[config.mk]
export PLATFORM = sky130hd
export DESIGN_NAME = mic_array_top
export DESIGN_NICKNAME = d
export VERILOG_FILES = /design/src/common/mic_pkg.sv /design/src/i2s/i2s_capture.sv /design/src/i2s/i2s_playback.sv /design/src/fir/fir_channel.sv /design/src/stream_ctrl.sv /design/src/mic_array_top.sv
export VERILOG_INCLUDE_DIRS = /design/src /design/src/common
export SDC_FILE = /design/constraint.sdc
export NUM_CORES = 1
export LEC_CHECK = 0
export ABC_AREA = 1
export BUFFER_PORTS_ARGS = -buffer_cell sky130_fd_sc_hd__buf_2
export CAP_MARGIN = 25
export CELL_PAD_IN_SITES_DETAIL_PLACEMENT = 0
export CELL_PAD_IN_SITES_GLOBAL_PLACEMENT = 1
export CORE_MARGIN = 2
export CORE_UTILIZATION = 35
export CTS_CLUSTER_DIAMETER = 80
export CTS_CLUSTER_SIZE = 8
export DETAILED_ROUTE_END_ITERATION = 8
export GPL_ROUTABILITY_DRIVEN = 0
export HOLD_SLACK_MARGIN = 0.05
export MAX_ROUTING_LAYER = met4
export PLACE_DENSITY_LB_ADDON = 0.08
export SETUP_SLACK_MARGIN = 0.02
export SLEW_MARGIN = 40
export SYNTH_ARGS = -nofsm -noshare
export SYNTH_HDL_FRONTEND = slang
export SYNTH_SLANG_ARGS = --single-unit
export TNS_END_PERCENT = 10
[constraint.sdc]
create_clock -name clk -period 5.2 [get_ports clk]
set_input_delay 0.52 -clock clk [delete_from_list [all_inputs] [get_ports clk]]
set_output_delay 0.52 -clock clk [all_outputs]
set_load 0.02 [all_outputs]
[src/common/mic_macros.svh]
`ifndef MIC_MACROS_SVH
`define MIC_MACROS_SVH

// ====================
// audio word format
// ====================
`define SAMPLE_BITS 16          // pcm bits per channel

// ====================
// binomial low-pass taps
// ====================
// c0 weights the newest sample
`define FIR_C0 1
`define FIR_C1 3
`define FIR_C2 3
`define FIR_C3 1
`define FIR_SHIFT 3             // taps sum to 8

// ====================
// front end
// ====================
`define SYNC_STAGES 2           // flops per async input
`define SRC_CODEC 0             // select value for adcdat

`endif

[src/common/mic_pkg.sv]
`default_nettype none

`include "mic_macros.svh"

package mic_pkg;

        // one channel of audio
        typedef logic signed [`SAMPLE_BITS-1:0] pcm_sample_t;

        // weighted tap sum, 3 guard bits since weights add up to 8
        typedef logic signed [`SAMPLE_BITS+`FIR_SHIFT-1:0] fir_acc_t;

        // stereo word, left in upper half
        typedef logic [2*`SAMPLE_BITS-1:0] frame_t;

        // serial source number
        typedef logic [2:0] src_sel_t;  // 0 codec, 1..4 mics, rest codec

        // stream controller states
        typedef enum logic [2:0] {
                IDLE,                   // wait for captured frame
                LOAD,                   // ack capture, strobe filters
                FILTER,                 // fir result settles
                HANDOFF,                // stream word out, wait playback
                RELEASE                 // wait for play_ack to drop
        } ctrl_state_t;

endpackage

`default_nettype wire

[src/i2s/i2s_capture.sv]
`timescale 1ns/1ps
`default_nettype none

`include "mic_macros.svh"

module i2s_capture
        import mic_pkg::*;
(
        input  logic     clk,
        input  logic     rst_n,
        input  logic     bclk,
        input  logic     lrclk,         // low left, high right
        input  logic     adcdat,
        input  logic     din1,
        input  logic     din2,
        input  logic     din3,
        input  logic     din4,
        input  src_sel_t src_sel,
        input  logic     cap_ack,
        output logic     cap_req,
        output frame_t   cap_frame,
        output logic     bclk_fall,     // strobes for playback
        output logic     lrclk_fall
);

        logic [`SYNC_STAGES-1:0] bclk_sync;
        logic [`SYNC_STAGES-1:0] lrclk_sync;
        logic [`SYNC_STAGES-1:0] data_sync;
        logic bclk_d;
        logic lrclk_d;
        logic line;
        logic bclk_rise;
        logic lrclk_rise;
        logic frame_done;
        logic armed;                    // a full left half has been seen
        logic [$clog2(`SAMPLE_BITS+1)-1:0] bit_cnt;
        pcm_sample_t shift_reg;
        pcm_sample_t left_reg;

        // ====================
        // source select
        // ====================
        always_comb begin
                case (src_sel)
                src_sel_t'(`SRC_CODEC): line = adcdat;
                3'd1:    line = din1;
                3'd2:    line = din2;
                3'd3:    line = din3;
                3'd4:    line = din4;
                default: line = adcdat; // unused selects fall back to codec
                endcase
        end

        // data goes through the same depth as bclk so they stay aligned
        always_ff @(posedge clk or negedge rst_n) begin
                if (!rst_n) begin
                        bclk_sync  <= '0;
                        lrclk_sync <= '0;
                        data_sync  <= '0;
                        bclk_d     <= 1'b0;
                        lrclk_d    <= 1'b0;
                end else begin
                        bclk_sync  <= {bclk_sync[`SYNC_STAGES-2:0], bclk};
                        lrclk_sync <= {lrclk_sync[`SYNC_STAGES-2:0], lrclk};
                        data_sync  <= {data_sync[`SYNC_STAGES-2:0], line};
                        bclk_d     <= bclk_sync[`SYNC_STAGES-1];
                        lrclk_d    <= lrclk_sync[`SYNC_STAGES-1];
                end
        end

        assign bclk_rise  =  bclk_sync[`SYNC_STAGES-1] & ~bclk_d;
        assign bclk_fall  = ~bclk_sync[`SYNC_STAGES-1] &  bclk_d;
        assign lrclk_rise =  lrclk_sync[`SYNC_STAGES-1] & ~lrclk_d;
        assign lrclk_fall = ~lrclk_sync[`SYNC_STAGES-1] &  lrclk_d;

        // right half ends, frame dropped if the last one is still pending
        assign frame_done = lrclk_fall && armed && !cap_req && !cap_ack;

        // ====================
        // bit count and request
        // ====================
        always_ff @(posedge clk or negedge rst_n) begin
                if (!rst_n) begin
                        bit_cnt <= '0;
                        armed   <= 1'b0;
                        cap_req <= 1'b0;
                end else begin
                        if (lrclk_rise || lrclk_fall)
                                bit_cnt <= '0;          // msb comes next
                        else if (bclk_rise && bit_cnt < `SAMPLE_BITS)
                                bit_cnt <= bit_cnt + 1'b1;
                        if (lrclk_fall)
                                armed <= 1'b1;
                        if (frame_done)
                                cap_req <= 1'b1;
                        else if (cap_req && cap_ack)
                                cap_req <= 1'b0;
                end
        end

        always_ff @(posedge clk) begin
                if (bclk_rise && !lrclk_rise && !lrclk_fall && bit_cnt < `SAMPLE_BITS)
                        shift_reg <= {shift_reg[`SAMPLE_BITS-2:0], data_sync[`SYNC_STAGES-1]};
                if (lrclk_rise)
                        left_reg <= shift_reg;
                if (frame_done)
                        cap_frame <= {left_reg, shift_reg};
        end

endmodule

`default_nettype wire

[src/i2s/i2s_playback.sv]
`timescale 1ns/1ps
`default_nettype none

`include "mic_macros.svh"

module i2s_playback
        import mic_pkg::*;
(
        input  logic   clk,
        input  logic   rst_n,
        input  logic   play_req,
        input  frame_t play_frame,
        input  logic   bclk_fall,       // synced strobes from capture
        input  logic   lrclk_fall,
        output logic   play_ack,
        output logic   dacdat
);

        frame_t     hold_reg;
        frame_t     shifter;
        logic       hold_full;
        logic [6:0] slot_cnt;           // bclk falls since lrclk fall
        logic [6:0] slot_nxt;
        logic [6:0] half_len;           // measured from the previous frame
        logic       bit_slot;

        assign slot_nxt = slot_cnt + 7'd1;
        // one slot delay after each lrclk edge, then 16 bits
        assign bit_slot = (slot_nxt <= `SAMPLE_BITS) ||
                          (slot_nxt > half_len && slot_nxt <= half_len + `SAMPLE_BITS);

        // ====================
        // holding register
        // ====================
        always_ff @(posedge clk or negedge rst_n) begin
                if (!rst_n) begin
                        hold_reg  <= '0;
                        hold_full <= 1'b0;
                        play_ack  <= 1'b0;
                end else begin
                        if (lrclk_fall)
                                hold_full <= 1'b0;      // moved to shifter
                        if (play_req && !play_ack && !hold_full) begin
                                hold_reg  <= play_frame;
                                hold_full <= 1'b1;
                                play_ack  <= 1'b1;
                        end else if (play_ack && !play_req) begin
                                play_ack <= 1'b0;
                        end
                end
        end

        // ====================
        // serializer
        // ====================
        always_ff @(posedge clk or negedge rst_n) begin
                if (!rst_n) begin
                        shifter  <= '0;
                        slot_cnt <= '0;
                        half_len <= 7'(`SAMPLE_BITS);
                        dacdat   <= 1'b0;
                end else if (lrclk_fall) begin
                        shifter  <= hold_full ? hold_reg : '0;  // silence if empty
                        half_len <= slot_nxt >> 1;
                        slot_cnt <= '0;
                        // right lsb shares its slot with the word clock fall
                        dacdat   <= bit_slot ? shifter[2*`SAMPLE_BITS-1] : 1'b0;
                end else if (bclk_fall) begin
                        slot_cnt <= slot_nxt;
                        if (bit_slot) begin
                                dacdat  <= shifter[2*`SAMPLE_BITS-1];   // msb first
                                shifter <= shifter << 1;
                        end else begin
                                dacdat <= 1'b0;
                        end
                end
        end

endmodule

`default_nettype wire

[src/fir/fir_channel.sv]
`timescale 1ns/1ps
`default_nettype none

`include "mic_macros.svh"

module fir_channel
        import mic_pkg::*;
(
        input  logic        clk,
        input  logic        rst_n,
        input  logic        load,       // new sample strobe
        input  pcm_sample_t sample_in,
        output pcm_sample_t sample_out
);

        // tap weights at accumulator width
        localparam fir_acc_t W0 = fir_acc_t'(`FIR_C0);
        localparam fir_acc_t W1 = fir_acc_t'(`FIR_C1);
        localparam fir_acc_t W2 = fir_acc_t'(`FIR_C2);
        localparam fir_acc_t W3 = fir_acc_t'(`FIR_C3);

        pcm_sample_t hist_1;            // previous sample
        pcm_sample_t hist_2;
        pcm_sample_t hist_3;            // oldest
        fir_acc_t    acc;

        // ====================
        // weighted sum
        // ====================
        // sign extended before weighting, full scale fits in 19 bits
        always_comb begin
                acc = W0 * fir_acc_t'(sample_in)
                    + W1 * fir_acc_t'(hist_1)
                    + W2 * fir_acc_t'(hist_2)
                    + W3 * fir_acc_t'(hist_3);
        end

        // history starts from silence
        always_ff @(posedge clk or negedge rst_n) begin
                if (!rst_n) begin
                        hist_1     <= '0;
                        hist_2     <= '0;
                        hist_3     <= '0;
                        sample_out <= '0;
                end else if (load) begin
                        hist_1     <= sample_in;
                        hist_2     <= hist_1;
                        hist_3     <= hist_2;
                        // arithmetic shift truncates toward minus infinity
                        sample_out <= pcm_sample_t'(acc >>> `FIR_SHIFT);
                end
        end

endmodule

`default_nettype wire

[src/stream_ctrl.sv]
`timescale 1ns/1ps
`default_nettype none

`include "mic_macros.svh"

module stream_ctrl
        import mic_pkg::*;
(
        input  logic        clk,
        input  logic        rst_n,
        input  logic        cap_req,        // frame ready from capture
        input  frame_t      cap_frame,
        input  logic        fir_en,         // 0 bypasses the filters
        input  pcm_sample_t fir_left_out,
        input  pcm_sample_t fir_right_out,
        input  logic        play_ack,
        output logic        cap_ack,
        output logic        fir_load,       // one cycle strobe
        output pcm_sample_t fir_left_in,
        output pcm_sample_t fir_right_in,
        output logic        play_req,
        output frame_t      play_frame,
        output frame_t      stream_data,
        output logic        stream_valid
);

        ctrl_state_t state;
        pcm_sample_t left_raw;
        pcm_sample_t right_raw;
        logic        accept;

        // new frame only once the previous ack has been withdrawn
        assign accept = (state == IDLE) && cap_req && !cap_ack;

        // ====================
        // sample copy
        // ====================
        always_ff @(posedge clk) begin
                if (accept) begin
                        left_raw  <= cap_frame[2*`SAMPLE_BITS-1:`SAMPLE_BITS];
                        right_raw <= cap_frame[`SAMPLE_BITS-1:0];
                end
        end

        assign fir_left_in  = left_raw;
        assign fir_right_in = right_raw;
        assign play_frame   = stream_data;  // stable for the whole play_req

        // ====================
        // sequencer
        // ====================
        always_ff @(posedge clk or negedge rst_n) begin
                if (!rst_n) begin
                        state        <= IDLE;
                        cap_ack      <= 1'b0;
                        fir_load     <= 1'b0;
                        play_req     <= 1'b0;
                        stream_valid <= 1'b0;
                        stream_data  <= '0;
                end else begin
                        fir_load     <= 1'b0;
                        stream_valid <= 1'b0;
                        if (cap_ack && !cap_req)
                                cap_ack <= 1'b0;        // phase 4 of capture handshake
                        case (state)
                        IDLE: begin
                                if (accept) begin
                                        cap_ack  <= 1'b1;
                                        fir_load <= 1'b1;       // history moves on every frame
                                        state    <= LOAD;
                                end
                        end
                        LOAD: begin
                                if (fir_en) begin
                                        state <= FILTER;
                                end else begin
                                        stream_data  <= {left_raw, right_raw};
                                        stream_valid <= 1'b1;
                                        play_req     <= 1'b1;
                                        state        <= HANDOFF;
                                end
                        end
                        FILTER: begin           // fir outputs valid here
                                stream_data  <= {fir_left_out, fir_right_out};
                                stream_valid <= 1'b1;
                                play_req     <= 1'b1;
                                state        <= HANDOFF;
                        end
                        HANDOFF: begin          // stalls while playback is full
                                if (play_ack) begin
                                        play_req <= 1'b0;
                                        state    <= RELEASE;
                                end
                        end
                        RELEASE: begin
                                if (!play_ack)
                                        state <= IDLE;
                        end
                        default: state <= IDLE;
                        endcase
                end
        end

endmodule

`default_nettype wire

[src/mic_array_top.sv]
`timescale 1ns/1ps
`default_nettype none

module mic_array_top
        import mic_pkg::*;
(
        input  logic     clk,           // 50 MHz board clock
        input  logic     rst_n,
        input  logic     bclk,          // from codec, async to clk
        input  logic     lrclk,
        input  logic     adcdat,
        input  logic     din1,
        input  logic     din2,
        input  logic     din3,
        input  logic     din4,
        input  src_sel_t src_sel,
        input  logic     fir_en,
        output logic     dacdat,
        output logic     mic_bclk,
        output logic     mic_lrclk,
        output frame_t   stream_data,
        output logic     stream_valid
);

        logic        cap_req;
        logic        cap_ack;
        frame_t      cap_frame;
        logic        bclk_fall;
        logic        lrclk_fall;
        logic        fir_load;
        pcm_sample_t fir_left_in;
        pcm_sample_t fir_right_in;
        pcm_sample_t fir_left_out;
        pcm_sample_t fir_right_out;
        logic        play_req;
        logic        play_ack;
        frame_t      play_frame;

        // the mics run off the codec bit and word clocks
        assign mic_bclk  = bclk;
        assign mic_lrclk = lrclk;

        i2s_capture u_capture (
                .clk(clk), .rst_n(rst_n),
                .bclk(bclk), .lrclk(lrclk),
                .adcdat(adcdat), .din1(din1), .din2(din2), .din3(din3), .din4(din4),
                .src_sel(src_sel), .cap_ack(cap_ack),
                .cap_req(cap_req), .cap_frame(cap_frame),
                .bclk_fall(bclk_fall), .lrclk_fall(lrclk_fall)
        );

        stream_ctrl u_ctrl (
                .clk(clk), .rst_n(rst_n),
                .cap_req(cap_req), .cap_frame(cap_frame), .fir_en(fir_en),
                .fir_left_out(fir_left_out), .fir_right_out(fir_right_out),
                .play_ack(play_ack), .cap_ack(cap_ack), .fir_load(fir_load),
                .fir_left_in(fir_left_in), .fir_right_in(fir_right_in),
                .play_req(play_req), .play_frame(play_frame),
                .stream_data(stream_data), .stream_valid(stream_valid)
        );

        // one filter per channel, loaded together
        fir_channel fir_left (
                .clk(clk), .rst_n(rst_n), .load(fir_load),
                .sample_in(fir_left_in), .sample_out(fir_left_out)
        );

        fir_channel fir_right (
                .clk(clk), .rst_n(rst_n), .load(fir_load),
                .sample_in(fir_right_in), .sample_out(fir_right_out)
        );

        i2s_playback u_playback (
                .clk(clk), .rst_n(rst_n),
                .play_req(play_req), .play_frame(play_frame),
                .bclk_fall(bclk_fall), .lrclk_fall(lrclk_fall),
                .play_ack(play_ack), .dacdat(dacdat)
        );

endmodule

`default_nettype wire

==> metrics.txt <==
Global Route Usage Sum=17.3%; deepest clock path buffer count=3; antenna violations before repair=1; count of antenna diodes in the layout=0; fraction of registers with async set/reset=73.2%; chain of cells forming the critical path=ha_1 > inv_1 > fa_1 > inv_1 > fa_1 > fa_1 > a21boi_0 > inv_1 > fa_1 > inv_1 > nand3_1 > nand2_1 > nand3_1 > nand2_1 > nand2_1 > nand2_1 > nor2_1 > nand3b_1 > o21ai_0; Fmax=236 MHz; Remaining DRCs=0; post-layout minimum cycle time=4.23 ns; largest driver fanout on the critical path=4; Initial DRC Count=712; remaining max-slew budget at the tightest pin=46.7%; data required time at the worst endpoint=5.71 ns; boundary pin count=49; vias in the first global route=13079; cell area after synthesis=0.0195 mm²; core outline area=0.0551 mm²; Gate Count Post-Synth=1941; final-layout fill cell count=5478; count of warnings emitted by yosys=0; number of CTS-inserted buffers=51; Worst Hold Launch=src_sel[2]; post-cts gate resize count=0; net count of the mapped netlist=2196; startpoint of the lowest-slack register-to-register path=fir_right.hist_1[1]; measured slew at the worst slew-check pin=0.799 ns; clock latency on the worst-skew pair=0.59 ns; Crit path max-delay family=adder cells; Final #Nets=2252; CP arrival=4.74 ns; HP Class=input port to flip-flop; kind of end point of the critical path=flip-flop; endpoint of the worst-slack reg-to-reg timing path=fir_right.sample_out[11]; Clock Sinks=358; Hold Violations, Final=0; number of enable flip-flop cells after synthesis=96; CTS tree=yes; r2r setup slk=0.97 ns; end-of-flow core utilization=40.2%; Vert. Die Dim=240 µm; Fin Setup TNS=0 ns; count of cell types in the netlist=45; CP peak stage delay=0.53 ns; wire per inst=16.6 µm; Post-Route Skew=0.0118 ns; number of buffers inserted to repair setup after CTS=0; post-synthesis to final-layout area growth=13.4%; instance area at placement=0.0206 mm²; count of endpoints failing setup in the final report=0; number of rows created at floorplan=86; RSZ-0062 raised after global routing=false; pin count of the biggest net entering global routing=118; classification of the worst setup path=flip-flop to flip-flop; outcome=complete, no violations; sum of overflow across all layers after global routing=0; detailed-route vias per instance=4.59; cts hold-fix bufs=3; x dimension of the die=240 µm; layout cell share with drive strength beyond 1=8.22%; Post-Syn Area per Cell=10.1 µm²; number of stages on the worst hold path=2; Detailed Place HPWL=32600 µm; Placement Setup Slack=0.937 ns; Critical-path top delay cell=fa_1; Post-Route WL=46100 µm; Antenna Nets Post-Route=0; Max Transition Viols Final=0; register area share after synthesis=48.3%; top library cells by usage in the layout, fill and taps aside=nand2_1 (415), inv_1 (344), dfrtp_1 (260); most frequent standard cell in the layout excluding fill and tap cells=nand2_1; design area=0.0221 mm²; initial cell density of the core=35.4%; final critical-path setup slack=0.968 ns; main flop type after synthesis=dfrtp_1; vias post-DR=12755; global-route wire length before repair=74900 µm; number of levels the H-tree was split into=2; part of the cycle the worst path needs=81.4%; Worst Path Buf+Inv=4; Max Cap Viol=0; cell at the root of the clock tree=clkbuf_16; number of buffers added on ports=48; area enclosed by the die boundary=0.0577 mm²; cells on worst reg2reg path=19; CP Launch Type=flip-flop; hold path endpoint=u_capture.data_sync[0]; Detailed Routing Iterations Pass 1=5; Clk pin slew, worst setup/hold paths=0.05 ns; Synth Register Bits=358
==> worst max path at each step <==
| stage | startpoint | endpoint | slack (ns) | depth (start not counted) |
|---|---|---|---|---|
| after global routing | fir_left.hist_1[2] | fir_left.sample_out[15] | 0.59 | 17 |
| after CTS | fir_right.hist_1[1] | fir_right.sample_out[11] | 0.92 | 19 |
| after floorplan | fir_right.hist_1[1] | fir_right.sample_out[11] | 1.28 | 19 |
| after global placement | fir_right.hist_1[2] | fir_right.sample_out[11] | 0.93 | 19 |
| after detailed placement | fir_right.hist_1[1] | fir_right.sample_out[11] | 0.94 | 19 |
| final | fir_right.hist_1[1] | fir_right.sample_out[11] | 0.97 | 19 |
==> routing by layer <==
layer  vias up  global-route usage [%]  wire [µm]
met5         -                       -          0
met4         0                    3.46        720
met3        49                    2.81       1560
met2       179                    25.5      20000
met1      6197                    25.2      23900
li1       6330                       -          -
==> layout make-up <==
cell class / count / area, µm² / share of cell area [%]
clock buffer: 82 / 1400 / 6.33
clock inverter: 5 / 90.1 / 0.407
inverter: 347 / 1300 / 5.89
multi-input combinational: 1170 / 8510 / 38.4
sequential: 358 / 9440 / 42.6
tap: 748 / 936 / 4.23
timing repair buffer: 69 / 464 / 2.10
==> synthesized netlist by cell type (3+ instances only) <==
master	n	area, µm²
a21boi_0	4	30.0
a21o_1	5	37.5
a21oi_1	45	225
a22o_1	31	272
a31oi_1	11	68.8
buf_1	4	15.0
buf_2	12	60.1
buf_4	7	52.6
clkbuf_1	40	150
dfrtp_1	261	6530
edfxtp_1	96	2880
fa_1	126	2520
ha_1	116	1450
inv_1	344	1290
inv_2	3	11.3
mux2_2	10	113
nand2_1	415	1560
nand2_2	13	81.3
nand3_1	88	440
nand3b_1	7	52.6
nor2_1	58	218
nor3_1	8	40.0
o211ai_1	22	165
o21ai_0	168	841
o21bai_1	3	22.5
o22ai_1	6	37.5
o31ai_1	3	22.5
or2_2	3	18.8
xnor2_1	5	43.8
xor2_1	7	61.3
==> metrics by stage <==
step | std cells | hold slack (ns)
floorplan | 1941 | 0.224
detailed placement | 2688 | 0.336
global route | 2779 | 0.107
finish | 2779 | 0.126
CTS | 2778 | 0.0916
global placement | 2688 | 0.336
==> cell families (layout without fill, tap and decap cells) <==
group / after synthesis / in the layout / share of synthesized area, %
buffers and inverters: 413 / 503 / 8.29
multiplexers: 10 / 10 / 0.577
flip-flops: 358 / 358 / 48.3
XOR/XNOR: 13 / 13 / 0.622
AND/OR/NAND/NOR: 601 / 601 / 12.8
adder cells (fa/ha/maj): 242 / 242 / 20.4
AO/OA/AOI/OAI: 304 / 304 / 9.04
Power is not shown: default switching activity piles up to over one toggle a cycle in this logic, so the estimate is an artifact.
